File: config.mk
export PLATFORM = sky130hd
export DESIGN_NAME = i2s_rx_top
export DESIGN_NICKNAME = d
export VERILOG_FILES = /design/src/rx_bus_pkg.sv /design/src/i2s_pkg.sv /design/src/i2s_rx_top.sv /design/src/apb_rx_regs.sv /design/src/rx_sample_fifo.sv /design/src/rx_entry_packer.sv /design/src/sync_word_detector.sv /design/src/i2s_deserializer.sv
export SDC_FILE = /design/constraint.sdc
export NUM_CORES = 1
export LEC_CHECK = 0
export ABC_AREA = 1
export ABC_CLOCK_PERIOD_IN_PS = 2600
export BUFFER_PORTS_ARGS = -buffer_cell sky130_fd_sc_hd__clkbuf_2
export CORE_MARGIN = 2
export CORE_UTILIZATION = 50
export DETAILED_ROUTE_END_ITERATION = 7
export GPL_ROUTABILITY_DRIVEN = 0
export MAX_ROUTING_LAYER = met4
export PLACE_DENSITY = 0.69
export SLEW_MARGIN = 5
export SYNTH_ARGS = -nofsm -noshare
export SYNTH_HDL_FRONTEND = slang
export SYNTH_SLANG_ARGS = --single-unit
export TNS_END_PERCENT = 20
File: constraint.sdc
create_clock -name clk -period 2.6 [get_ports clk]
set_input_delay 0.13 -clock clk [delete_from_list [all_inputs] [get_ports clk]]
set_output_delay 0.13 -clock clk [all_outputs]
set_load 0.05 [all_outputs]
File: src/rx_bus_pkg.sv
package rx_bus_pkg;

	// ----------------------------------------
	// FIFO sizing
	// ----------------------------------------

	localparam int fifo_depth = 16;
	localparam int ptr_width = $clog2(fifo_depth);

	// level runs from 0 to fifo_depth inclusive.
	typedef logic [ptr_width:0] level_t;

	// ----------------------------------------
	// APB and register map
	// ----------------------------------------

	localparam int addr_width = 4;
	localparam logic [addr_width-1:0] addr_ctrl = 4'h0;
	localparam logic [addr_width-1:0] addr_status = 4'h4;
	localparam logic [addr_width-1:0] addr_data = 4'h8;

	// writing 1 here in CTRL restarts the sync search.
	localparam int ctrl_rearm_bit = 8;

	typedef struct packed {
		logic psel;
		logic penable;
		logic pwrite;
		logic [addr_width-1:0] paddr;
		logic [31:0] pwdata;
	} apb_req_t;

	typedef struct packed {
		logic [31:0] prdata;
		logic pready;
		logic pslverr;
	} apb_rsp_t;

	// ----------------------------------------
	// FIFO entries
	// ----------------------------------------

	localparam int entry_data_width = 24;
	localparam int stream_id_width = 5;
	localparam int sync_count_width = 8;

	localparam logic kind_sample = 1'b0;
	localparam logic kind_marker = 1'b1;

	typedef struct packed {
		logic kind;
		logic channel;
		logic [stream_id_width-1:0] stream_id;
		logic pad;
		logic [entry_data_width-1:0] data;
	} sample_entry_t;

	typedef struct packed {
		logic kind;
		logic [31-sync_count_width-1:0] pad;
		logic [sync_count_width-1:0] sync_count;
	} marker_entry_t;

	// the kind bit sits at the top of both views and selects the decode.
	typedef union packed {
		sample_entry_t sample;
		marker_entry_t marker;
	} fifo_entry_u;

	typedef struct packed {
		logic enable;
		logic [stream_id_width-1:0] stream_id;
	} ctrl_t;

	typedef struct packed {
		logic locked;
		logic empty;
		logic full;
		logic overflow;
		logic underflow;
		level_t level;
	} status_t;

endpackage

File: src/i2s_pkg.sv
package i2s_pkg;

	// ----------------------------------------
	// audio framing
	// ----------------------------------------

	// bits kept from each channel slot.
	localparam int sample_width = 24;

	// the detector window holds this many samples.
	localparam int window_samples = 4;
	localparam int window_width = sample_width * window_samples;

	// ----------------------------------------
	// sync pattern
	// ----------------------------------------

	localparam int sync_width = 80;

	// first byte on the wire sits in the top byte.
	localparam logic [sync_width-1:0] sync_pattern = 80'h032B_842F_4042_DDA1_770B;

	// one channel sample as it moves down the pipeline.
	// channel is 0 for left (lrclk low) and 1 for right.
	typedef struct packed {
		logic valid;
		logic channel;
		logic [sample_width-1:0] data;
	} sample_t;

endpackage
File: src/i2s_rx_top.sv
`timescale 1ns/1ns

module i2s_rx_top (
	input logic clk,
	input logic rst_n,
	input logic bclk,
	input logic lrclk,
	input logic sdata,
	input rx_bus_pkg::apb_req_t apb_req,
	output rx_bus_pkg::apb_rsp_t apb_rsp
);

	import i2s_pkg::*;
	import rx_bus_pkg::*;

	sample_t deser_sample;
	sample_t det_sample;
	logic match;
	logic locked;
	fifo_entry_u entry;
	logic push;
	fifo_entry_u head;
	level_t level;
	logic full;
	logic empty;
	logic overflow;
	logic underflow;
	logic enable;
	logic [stream_id_width-1:0] stream_id;
	logic rearm;
	logic pop;
	logic clear_flags;

	i2s_deserializer i_deser (
		.clk(clk),
		.rst_n(rst_n),
		.enable(enable),
		.bclk(bclk),
		.lrclk(lrclk),
		.sdata(sdata),
		.sample(deser_sample)
	);

	sync_word_detector i_detect (
		.clk(clk),
		.rst_n(rst_n),
		.rearm(rearm),
		.sample_in(deser_sample),
		.sample_out(det_sample),
		.match(match),
		.locked(locked)
	);

	rx_entry_packer i_pack (
		.clk(clk),
		.rst_n(rst_n),
		.stream_id(stream_id),
		.sample(det_sample),
		.match(match),
		.entry(entry),
		.push(push)
	);

	rx_sample_fifo i_fifo (
		.clk(clk),
		.rst_n(rst_n),
		.push(push),
		.wr_entry(entry),
		.pop(pop),
		.clear_flags(clear_flags),
		.head(head),
		.level(level),
		.full(full),
		.empty(empty),
		.overflow(overflow),
		.underflow(underflow)
	);

	apb_rx_regs i_regs (
		.clk(clk),
		.rst_n(rst_n),
		.req(apb_req),
		.rsp(apb_rsp),
		.enable(enable),
		.stream_id(stream_id),
		.rearm(rearm),
		.pop(pop),
		.clear_flags(clear_flags),
		.head(head),
		.level(level),
		.full(full),
		.empty(empty),
		.overflow(overflow),
		.underflow(underflow),
		.locked(locked)
	);

endmodule

File: src/apb_rx_regs.sv
`timescale 1ns/1ns

module apb_rx_regs (
	input logic clk,
	input logic rst_n,
	input rx_bus_pkg::apb_req_t req,
	output rx_bus_pkg::apb_rsp_t rsp,
	output logic enable,
	output logic [rx_bus_pkg::stream_id_width-1:0] stream_id,
	output logic rearm,
	output logic pop,
	output logic clear_flags,
	input rx_bus_pkg::fifo_entry_u head,
	input rx_bus_pkg::level_t level,
	input logic full,
	input logic empty,
	input logic overflow,
	input logic underflow,
	input logic locked
);

	import rx_bus_pkg::*;

	ctrl_t ctrl;
	status_t status;
	logic access;
	logic wr_access;
	logic rd_access;

	// no wait states, so the access cycle is also the completing cycle.
	assign access = req.psel & req.penable;
	assign wr_access = access & req.pwrite;
	assign rd_access = access & ~req.pwrite;

	assign status = '{locked, empty, full, overflow, underflow, level};

	// ----------------------------------------
	// write side
	// ----------------------------------------

	always_ff @(posedge clk) begin
		if (!rst_n) begin
			ctrl <= '0;
		end else if (wr_access && req.paddr == addr_ctrl) begin
			ctrl.enable <= req.pwdata[0];
			ctrl.stream_id <= req.pwdata[stream_id_width:1];
		end
	end

	// strobes act at the edge that ends the access cycle.
	assign rearm = wr_access && req.paddr == addr_ctrl && req.pwdata[ctrl_rearm_bit];
	assign clear_flags = wr_access && req.paddr == addr_status;
	assign pop = rd_access && req.paddr == addr_data;

	assign enable = ctrl.enable;
	assign stream_id = ctrl.stream_id;

	// ----------------------------------------
	// read side
	// ----------------------------------------

	always_comb begin
		rsp = '0;
		rsp.pready = access;
		case (req.paddr)
			addr_ctrl: rsp.prdata = {{(31 - stream_id_width){1'b0}}, ctrl.stream_id, ctrl.enable};
			addr_status: rsp.prdata = 32'(status);
			addr_data: rsp.prdata = head;
			default: rsp.pslverr = access;
		endcase
	end

endmodule

File: src/rx_sample_fifo.sv
`timescale 1ns/1ns

module rx_sample_fifo (
	input logic clk,
	input logic rst_n,
	input logic push,
	input rx_bus_pkg::fifo_entry_u wr_entry,
	input logic pop,
	input logic clear_flags,
	output rx_bus_pkg::fifo_entry_u head,
	output rx_bus_pkg::level_t level,
	output logic full,
	output logic empty,
	output logic overflow,
	output logic underflow
);

	import rx_bus_pkg::*;

	fifo_entry_u mem [fifo_depth];
	logic [ptr_width-1:0] wr_ptr;
	logic [ptr_width-1:0] rd_ptr;
	logic do_push;
	logic do_pop;

	assign full = (level == level_t'(fifo_depth));
	assign empty = (level == '0);
	assign do_push = push & ~full;
	assign do_pop = pop & ~empty;

	// pointers wrap naturally since the depth is a power of two.
	always_ff @(posedge clk) begin
		if (!rst_n) begin
			wr_ptr <= '0;
			rd_ptr <= '0;
			level <= '0;
		end else begin
			if (do_push) begin
				wr_ptr <= wr_ptr + 1'b1;
			end
			if (do_pop) begin
				rd_ptr <= rd_ptr + 1'b1;
			end
			case ({do_push, do_pop})
				2'b10: level <= level + 1'b1;
				2'b01: level <= level - 1'b1;
				default: ;
			endcase
		end
	end

	always_ff @(posedge clk) begin
		if (do_push) begin
			mem[wr_ptr] <= wr_entry;
		end
	end

	// a new error in the same cycle as a clear keeps its flag set.
	always_ff @(posedge clk) begin
		if (!rst_n) begin
			overflow <= 1'b0;
			underflow <= 1'b0;
		end else begin
			if (clear_flags) begin
				overflow <= 1'b0;
				underflow <= 1'b0;
			end
			if (push && full) begin
				overflow <= 1'b1;
			end
			if (pop && empty) begin
				underflow <= 1'b1;
			end
		end
	end

	assign head = empty ? '0 : mem[rd_ptr];

endmodule

File: src/rx_entry_packer.sv
`timescale 1ns/1ns

module rx_entry_packer (
	input logic clk,
	input logic rst_n,
	input logic [rx_bus_pkg::stream_id_width-1:0] stream_id,
	input i2s_pkg::sample_t sample,
	input logic match,
	output rx_bus_pkg::fifo_entry_u entry,
	output logic push
);

	import rx_bus_pkg::*;

	logic [sync_count_width-1:0] sync_count;
	fifo_entry_u entry_next;

	// match and a forwarded sample never arrive in the same cycle.
	always_comb begin
		entry_next = '0;
		if (match) begin
			entry_next.marker.kind = kind_marker;
			entry_next.marker.sync_count = sync_count + 1'b1;
		end else begin
			entry_next.sample.kind = kind_sample;
			entry_next.sample.channel = sample.channel;
			entry_next.sample.stream_id = stream_id;
			entry_next.sample.data = sample.data;
		end
	end

	always_ff @(posedge clk) begin
		if (!rst_n) begin
			push <= 1'b0;
			sync_count <= '0;
		end else begin
			push <= match | sample.valid;
			if (match) begin
				sync_count <= sync_count + 1'b1;
			end
		end
	end

	always_ff @(posedge clk) begin
		entry <= entry_next;
	end

endmodule

File: src/sync_word_detector.sv
`timescale 1ns/1ns

module sync_word_detector (
	input logic clk,
	input logic rst_n,
	input logic rearm,
	input i2s_pkg::sample_t sample_in,
	output i2s_pkg::sample_t sample_out,
	output logic match,
	output logic locked
);

	import i2s_pkg::*;

	logic [window_width-1:0] window;
	logic [window_width-1:0] window_next;
	logic hit;

	// newest sample enters at the bottom.
	assign window_next = {window[window_width-sample_width-1:0], sample_in.data};
	assign hit = (window_next[sync_width-1:0] == sync_pattern);

	always_ff @(posedge clk) begin
		if (!rst_n) begin
			window <= '0;
			locked <= 1'b0;
			match <= 1'b0;
			sample_out <= '0;
		end else if (rearm) begin
			window <= '0;
			locked <= 1'b0;
			match <= 1'b0;
			sample_out.valid <= 1'b0;
		end else begin
			match <= 1'b0;
			// locked is still low for the sample that completes the pattern,
			// so that sample is not forwarded.
			sample_out.valid <= sample_in.valid & locked;
			if (sample_in.valid) begin
				window <= window_next;
				sample_out.channel <= sample_in.channel;
				sample_out.data <= sample_in.data;
				if (!locked && hit) begin
					locked <= 1'b1;
					match <= 1'b1;
				end
			end
		end
	end

endmodule

File: src/i2s_deserializer.sv
`timescale 1ns/1ns

module i2s_deserializer (
	input logic clk,
	input logic rst_n,
	input logic enable,
	input logic bclk,
	input logic lrclk,
	input logic sdata,
	output i2s_pkg::sample_t sample
);

	import i2s_pkg::*;

	typedef struct packed {
		logic bclk;
		logic lrclk;
		logic sdata;
	} pins_t;

	// counts bclk rising edges since the last lrclk edge, up to at least sample_width + 1.
	localparam int cnt_width = $clog2(sample_width + 2);

	pins_t pins_meta;
	pins_t pins_sync;
	pins_t pins_prev;
	logic bclk_rise;
	logic lr_edge;
	logic armed;
	logic [cnt_width-1:0] bit_cnt;
	logic [sample_width-1:0] shift_data;

	// ----------------------------------------
	// pin synchronizer and edge detect
	// ----------------------------------------

	always_ff @(posedge clk) begin
		if (!rst_n) begin
			pins_meta <= '0;
			pins_sync <= '0;
			pins_prev <= '0;
		end else begin
			pins_meta <= '{bclk, lrclk, sdata};
			pins_sync <= pins_meta;
			pins_prev <= pins_sync;
		end
	end

	assign bclk_rise = pins_sync.bclk & ~pins_prev.bclk;
	assign lr_edge = pins_sync.lrclk ^ pins_prev.lrclk;

	// ----------------------------------------
	// slot framing
	// ----------------------------------------

	// the first rising edge after lrclk moves still carries the previous slot's LSB,
	// so bits are taken from the second edge on.
	always_ff @(posedge clk) begin
		if (lr_edge) begin
			shift_data <= '0;
		end else if (bclk_rise && bit_cnt != '0 && bit_cnt <= sample_width) begin
			shift_data[sample_width - bit_cnt] <= pins_sync.sdata;
		end
	end

	always_ff @(posedge clk) begin
		if (!rst_n) begin
			bit_cnt <= '0;
			armed <= 1'b0;
			sample <= '0;
		end else begin
			sample.valid <= 1'b0;
			// armed goes high at the first slot boundary seen while enabled.
			if (!enable) begin
				armed <= 1'b0;
			end else if (lr_edge) begin
				armed <= 1'b1;
			end
			if (lr_edge) begin
				sample.valid <= armed & enable;
				sample.channel <= pins_prev.lrclk;
				sample.data <= shift_data;
				bit_cnt <= '0;
			end else if (bclk_rise && bit_cnt != '1) begin
				bit_cnt <= bit_cnt + 1'b1;
			end
		end
	end

endmodule

=== After elaboration in Yosys (flattened, before gate mapping) ===
Memories as Yosys holds them, arrays and structs flattened. A register that Yosys moved wholly into a read port is not among the register bits.
Index checks and enable logic that the tools add are counted.

* Logic and storage cells: 109
* Register bits after elaboration: 209
* Memories: 1
* RAM bits: 496

* Reductions and logical operators: 26
* Equality and inequality tests: 7
* $lt $le $gt $ge: 3
* Multiplexer cells: 17
* Bitwise operators: 17
* $add $sub $neg: 7

{| class="wikitable"
|+ Memory list
! memory !! depth !! bits a word !! read ports !! clocked after memory_dff !! wr ports !! RTL line !! source
|-
| i_fifo.mem || 16 || 31 || 1 || 1 || 1 || rx_sample_fifo.sv:20 || <nowiki>fifo_entry_u mem [fifo_depth];</nowiki>
|}

{| class="wikitable"
|+ Operators by type and width
! cell !! count
|-
| $pmux W32 S3 || 1
|-
| $eq A80 B74 Y1 const B || 1
|-
| $ge A32 B1 Y1 const B || 1
|-
| $lt A32 B6 Y1 const B || 1
|-
| $mux W32 || 1
|-
| $bwmux W24 || 1
|-
| $logic_and A1 B1 Y1 || 11
|-
| $add A5 B1 Y5 const B || 2
|-
| $pmux W5 S2 || 1
|-
| $mux W1 || 9
|-
| $add A4 B1 Y4 const B || 2
|-
| $add A8 B1 Y8 const B || 1
|-
| $and A1 B1 Y1 || 8
|-
| $mux W4 || 2
|-
| $mux W8 || 1
|-
| $reduce_and A2 Y1 || 4
|-
| $not A1 Y1 || 7
|-
| $reduce_bool A2 Y1 || 3
|-
| $reduce_or A3 Y1 || 2
|-
| $sub A5 B5 Y6 const A || 1
|-
| $demux W1 S5 || 1
|-
| $eq A5 B5 Y1 const B || 1
|-
| $le A5 B5 Y1 const B || 1
|-
| $logic_not A5 Y1 || 1
|-
| other kinds (12) || 13
|}

=== Longest topological paths before layout ===
* Word-level depth: 6
* Mapped depth: 17

=== Hierarchy ===
Synthesis repeated with hierarchy kept, for this count alone.

* Cells, all modules: 2621
* Area, all modules: 28812.6 µm²

{| class="wikitable"
|+ Modules (own cells, without submodules)
! module !! times used !! cells each !! area each (µm²)
|-
| rx_sample_fifo || 1 || 1549 || 20818.7
|-
| sync_word_detector || 1 || 381 || 3136.8
|-
| i2s_deserializer || 1 || 387 || 2810.2
|-
| rx_entry_packer || 1 || 160 || 1310.0
|-
| apb_rx_regs || 1 || 144 || 737.0
|}

=== Worst setup path before layout ===
Ideal clock, no wire load.

* Kind: flip-flop to flip-flop
* From: reg i_fifo.level[1]
* To: mem i_fifo.mem[11][0] (netlist name) (enable)
* Clock period less this slack: 2.693 ns
* Stages on the path, launching flop included: 7
* Data arrival time: 2.274 ns
* Buffers on the path: 0
* Setup slack: -0.093 ns
* Data required time: 2.181 ns
* Cells stage by stage: dfxtp_1 -> inv_1 -> nand4_1 -> nand2_1 -> inv_1 -> nand2_1 -> nor2_1

* Cells in the longest elaborated chain, start to end: 5

{| class="wikitable"
|+ RTL lines
! what !! RTL line !! source
|-
| start: declaration || rx_sample_fifo.sv:11 || <nowiki>output rx_bus_pkg::level_t level,</nowiki>
|-
| start signal: assignment || rx_sample_fifo.sv:45 || <nowiki>2'b10: level <= level + 1'b1;</nowiki>
|-
| start signal: assignment || rx_sample_fifo.sv:46 || <nowiki>2'b01: level <= level - 1'b1;</nowiki>
|-
| $eq A5 B5 Y1 || rx_sample_fifo.sv:26 || <nowiki>assign full = (level == level_t'(fifo_depth));</nowiki>
|-
| $not A1 Y1 || rx_sample_fifo.sv:28 || <nowiki>assign do_push = push & ~full;</nowiki>
|-
| $and A1 B1 Y1 || rx_sample_fifo.sv:28 ||
|-
| $mux W1 || rx_sample_fifo.sv:53 || <nowiki>if (do_push) begin</nowiki>
|-
| $mux W1 (not written as such) || rx_sample_fifo.sv:54 || <nowiki>mem[wr_ptr] <= wr_entry;</nowiki>
|-
| end: declaration || rx_sample_fifo.sv:20 ||
|}

No other way between the ends.

==> impl_results.md <==
- Post-route ant nets: 0
- Grt total ovfl: 0
- Number of synthesized flops with an enable pin: between 400 and 500
- Slew headroom: 0.519
- Routed len/inst: roughly 20 um
- Yosys top cell area share: 0.528
- Routed WL: approximately 70 mm
- Die area: 0.0584 mm2
- Status: finished, final reports clean
- Sequential Area: around 0.019 mm2
- First-pass GRT wire length: around 110 mm
- Synth top cells by count: 496 x edfxtp_1, 451 x nor2_1, 389 x nand2_1
- Max Slew Vio Count: 0
- Crit path capture type: output pin
- Fmax: 393 MHz
- Hold endpoint: i_fifo.underflow$_SDFFE_PN0P_
- Share of layout cells above drive strength 1: 0.110
- DRC violations left: 0
- Maximum fanout along the worst path: 29
- Syn Area/Cell: approximately 11 um2
- Clk sink count: approximately 700
- Root buffer cell: clkbuf_16
- Dpl cells: between 3000 and 4000
- Critical path data required time: roughly 2.5 ns
- Final Skew: between 0.02 and 0.03 ns
- Setup Crit Path Kind: reg -> out
- Synth-to-layout area growth: 16.9%
- CTS clk-pin slew, worst paths: ~0.060 ns
- Min cycle time layout: ~2.5 ns
- Static Leak: between 10 and 15 nW
- Area of the multi-input gates: between 0.007 and 0.008 mm2
- Register bit total from synthesis: approximately 700
- MaxCap Viol Count: 0
- Slew @ Worst Pin: slightly above 0.7 ns
- Min-delay worst type: in -> reg
- Tcrit/Tclk final: 0.978
- Endpoints failing hold: 0
- Worst R2R Setup Slack: between 0.3 and 0.4 ns
- Global Route Usage Sum: 0.245
- Post-Layout Cell Count: approximately 3600
- DIE WIDTH: around 240 um
- Initial antenna violation count: 1
- TNS Setup: 0 ns
- Hold depth: 5
- Largest net degree at the start of global routing: 63
- Vias in the first global route: about 20000
- Share of the yosys chip area belonging to registers: 0.679
- Synth Flop Type: edfxtp_1
- 1st-iter DRT viols: 1594
- Peak supply drop: 0.446 mV
- Worst skew pair latency: 0.61 ns
- CTS Buffer Depth: 3
- Critical Path AT: between 2 and 2.5 ns
- Top post-synthesis cells by area: edfxtp_1 53%, dfxtp_1 15%, nor2_1 6.0%
- Reg-to-Reg End: i_fifo.level[4]$_SDFFE_PN0P_
- CTS tree: yes
- Synth unique cells: 37
- Post-Syn Area: ~0.028 mm2
- Core area: 0.0561 mm2
- Top-count cell post-synth: edfxtp_1
- First-pass iteration count of the detailed router: 6
- DP HPWL: between 30 and 40 mm
- Routed vias: between 20000 and 25000
- Initial Util: 0.503
- FFs w/ async S/R, synth: 0
- HP Start: apb_req[35]
- Num rows: 87
- Final setup fails: 0
- Num CTS Buffers: between 70 and 80
- Port bufs: 51
- RSZ-0062 raised after global routing: true
- Syn_nets: 2744
- R2R depth: 15
- Power Density: between 600 and 700 mW/mm2
- Gate Count Post-Synth: 2683
- Nets: about 2800
- Startpoint Class: flop
- FF-to-FF Start: i_fifo.level[1]$_SDFFE_PN0P_
- Vias/cell: 5.64
- CTS HTree Levels: 3
- Yosys warnings: 0
- Layout filler cell count: approximately 4400
- # IOs: 78
- Die Ht: 242 um
- Cell taking the most area after synthesis: edfxtp_1
-- worst max-delay path by stage --
stage / end / slack, ns / depth (start not counted) / from
final: apb_rsp[20] / 0.06 / 9 / flop
after global routing: apb_rsp[6] / -0.06 / 12 / flop
after CTS: apb_rsp[6] / -0.02 / 11 / flop
after detailed placement: i_fifo.level[4]$_SDFFE_PN0P_ / 0.40 / 15 / i_fifo.level[4]$_SDFFE_PN0P_
after global placement: i_fifo.level[4]$_SDFFE_PN0P_ / 0.44 / 15 / i_fifo.level[4]$_SDFFE_PN0P_
after floorplan: i_fifo.mem[11][0]$_DFFE_PP_ / -0.09 / 6 / i_fifo.level[1]$_SDFFE_PN0P_
-- placed cells by master, fill, tap and decap left out, types with 65 or more instances in the layout --
cell type	netlist	final
a21oi_1	177	165
clkbuf_16	0	80
dfxtp_1	213	209
edfxtp_1	496	496
inv_1	139	138
nand2_1	389	383
nand3_1	239	238
nor2_1	451	432
o211ai_1	65	65
o21ai_0	198	195
-- per-layer routing --
layer  track usage  share of wire
met1         0.290           0.39
met2         0.418           0.51
met3        0.0332          0.065
met4         0.107          0.037
met5             -              0
-- where the power goes --
part	total, mW	switching (mW)	leakage (nW)	internal (mW)
clock network	10.4	4.19	1.16	6.24
registers	11.9	0.00814	6.28	11.9
logic	0.212	0.149	4.45	0.0631
-- registers in the layout, summed over array words and instances (netlist names), 8 cells and up, named ones only --
register	count
i_fifo.mem	496
i_deser.shift_data	24
i_detect.window	56
i_detect.sample_out	26
i_pack.sync_count	8
i_deser.sample	26
i_pack.entry	31
-- cell families after synthesis --
family	count (synthesis)	synth area share
flip-flops	709	0.679
adder cells (fa/ha/maj)	17	0.00754
XOR/XNOR	8	0.00248
AND/OR/NAND/NOR	1136	0.167
AO/OA/AOI/OAI	506	0.0963
other	1	0.000133
buffers and inverters	306	0.0479
-- metrics by stage --
step                      total power [mW]  instance area, um2  setup WS [ns]  utilization  hold WS, ns
after floorplan                       12.3               28200        -0.0933            -        0.228
after global placement                12.4               29800          0.439        0.531        0.347
after detailed placement              12.4               29800          0.395        0.531        0.350
after CTS                             22.7               32600        -0.0180        0.582       0.0250
after global routing                  23.2               33000        -0.0635        0.588       0.0804
final                                 22.6               33000         0.0569        0.588       0.0413
-- cell type report --
type                            count  area share
Antenna cell                        1   0.0000759
Clock buffer                      107      0.0630
Clock inverter                     24     0.00967
Inverter                          150      0.0183
Multi-Input combinational cell   1668       0.240
Sequential cell                   709       0.581
Tap cell                          756      0.0287
Timing Repair Buffer              144      0.0590
Timing Repair inverter              1    0.000341
-- worst max-delay path: stages, from the launching register on --
cell and delay [ns]:
dfxtp_4 0.40, buf_12 0.15, buf_4 0.15, clkbuf_16 0.20, a21oi_1 0.15, o21ai_0 0.09, o211ai_1 0.11, nand3_1 0.10
a21oi_1 0.19, clkbuf_4 0.27
-- what timing repair did --
item,in CTS,in global routing
endpoints found under the hold margin,22,0
resized for setup,51,62
pin swaps,0,3
endpoints found under the setup margin,31,30
cloned,4,7
buffers inserted,4,6
hold buffers,11,0
Power figures use the tool's default switching activity.
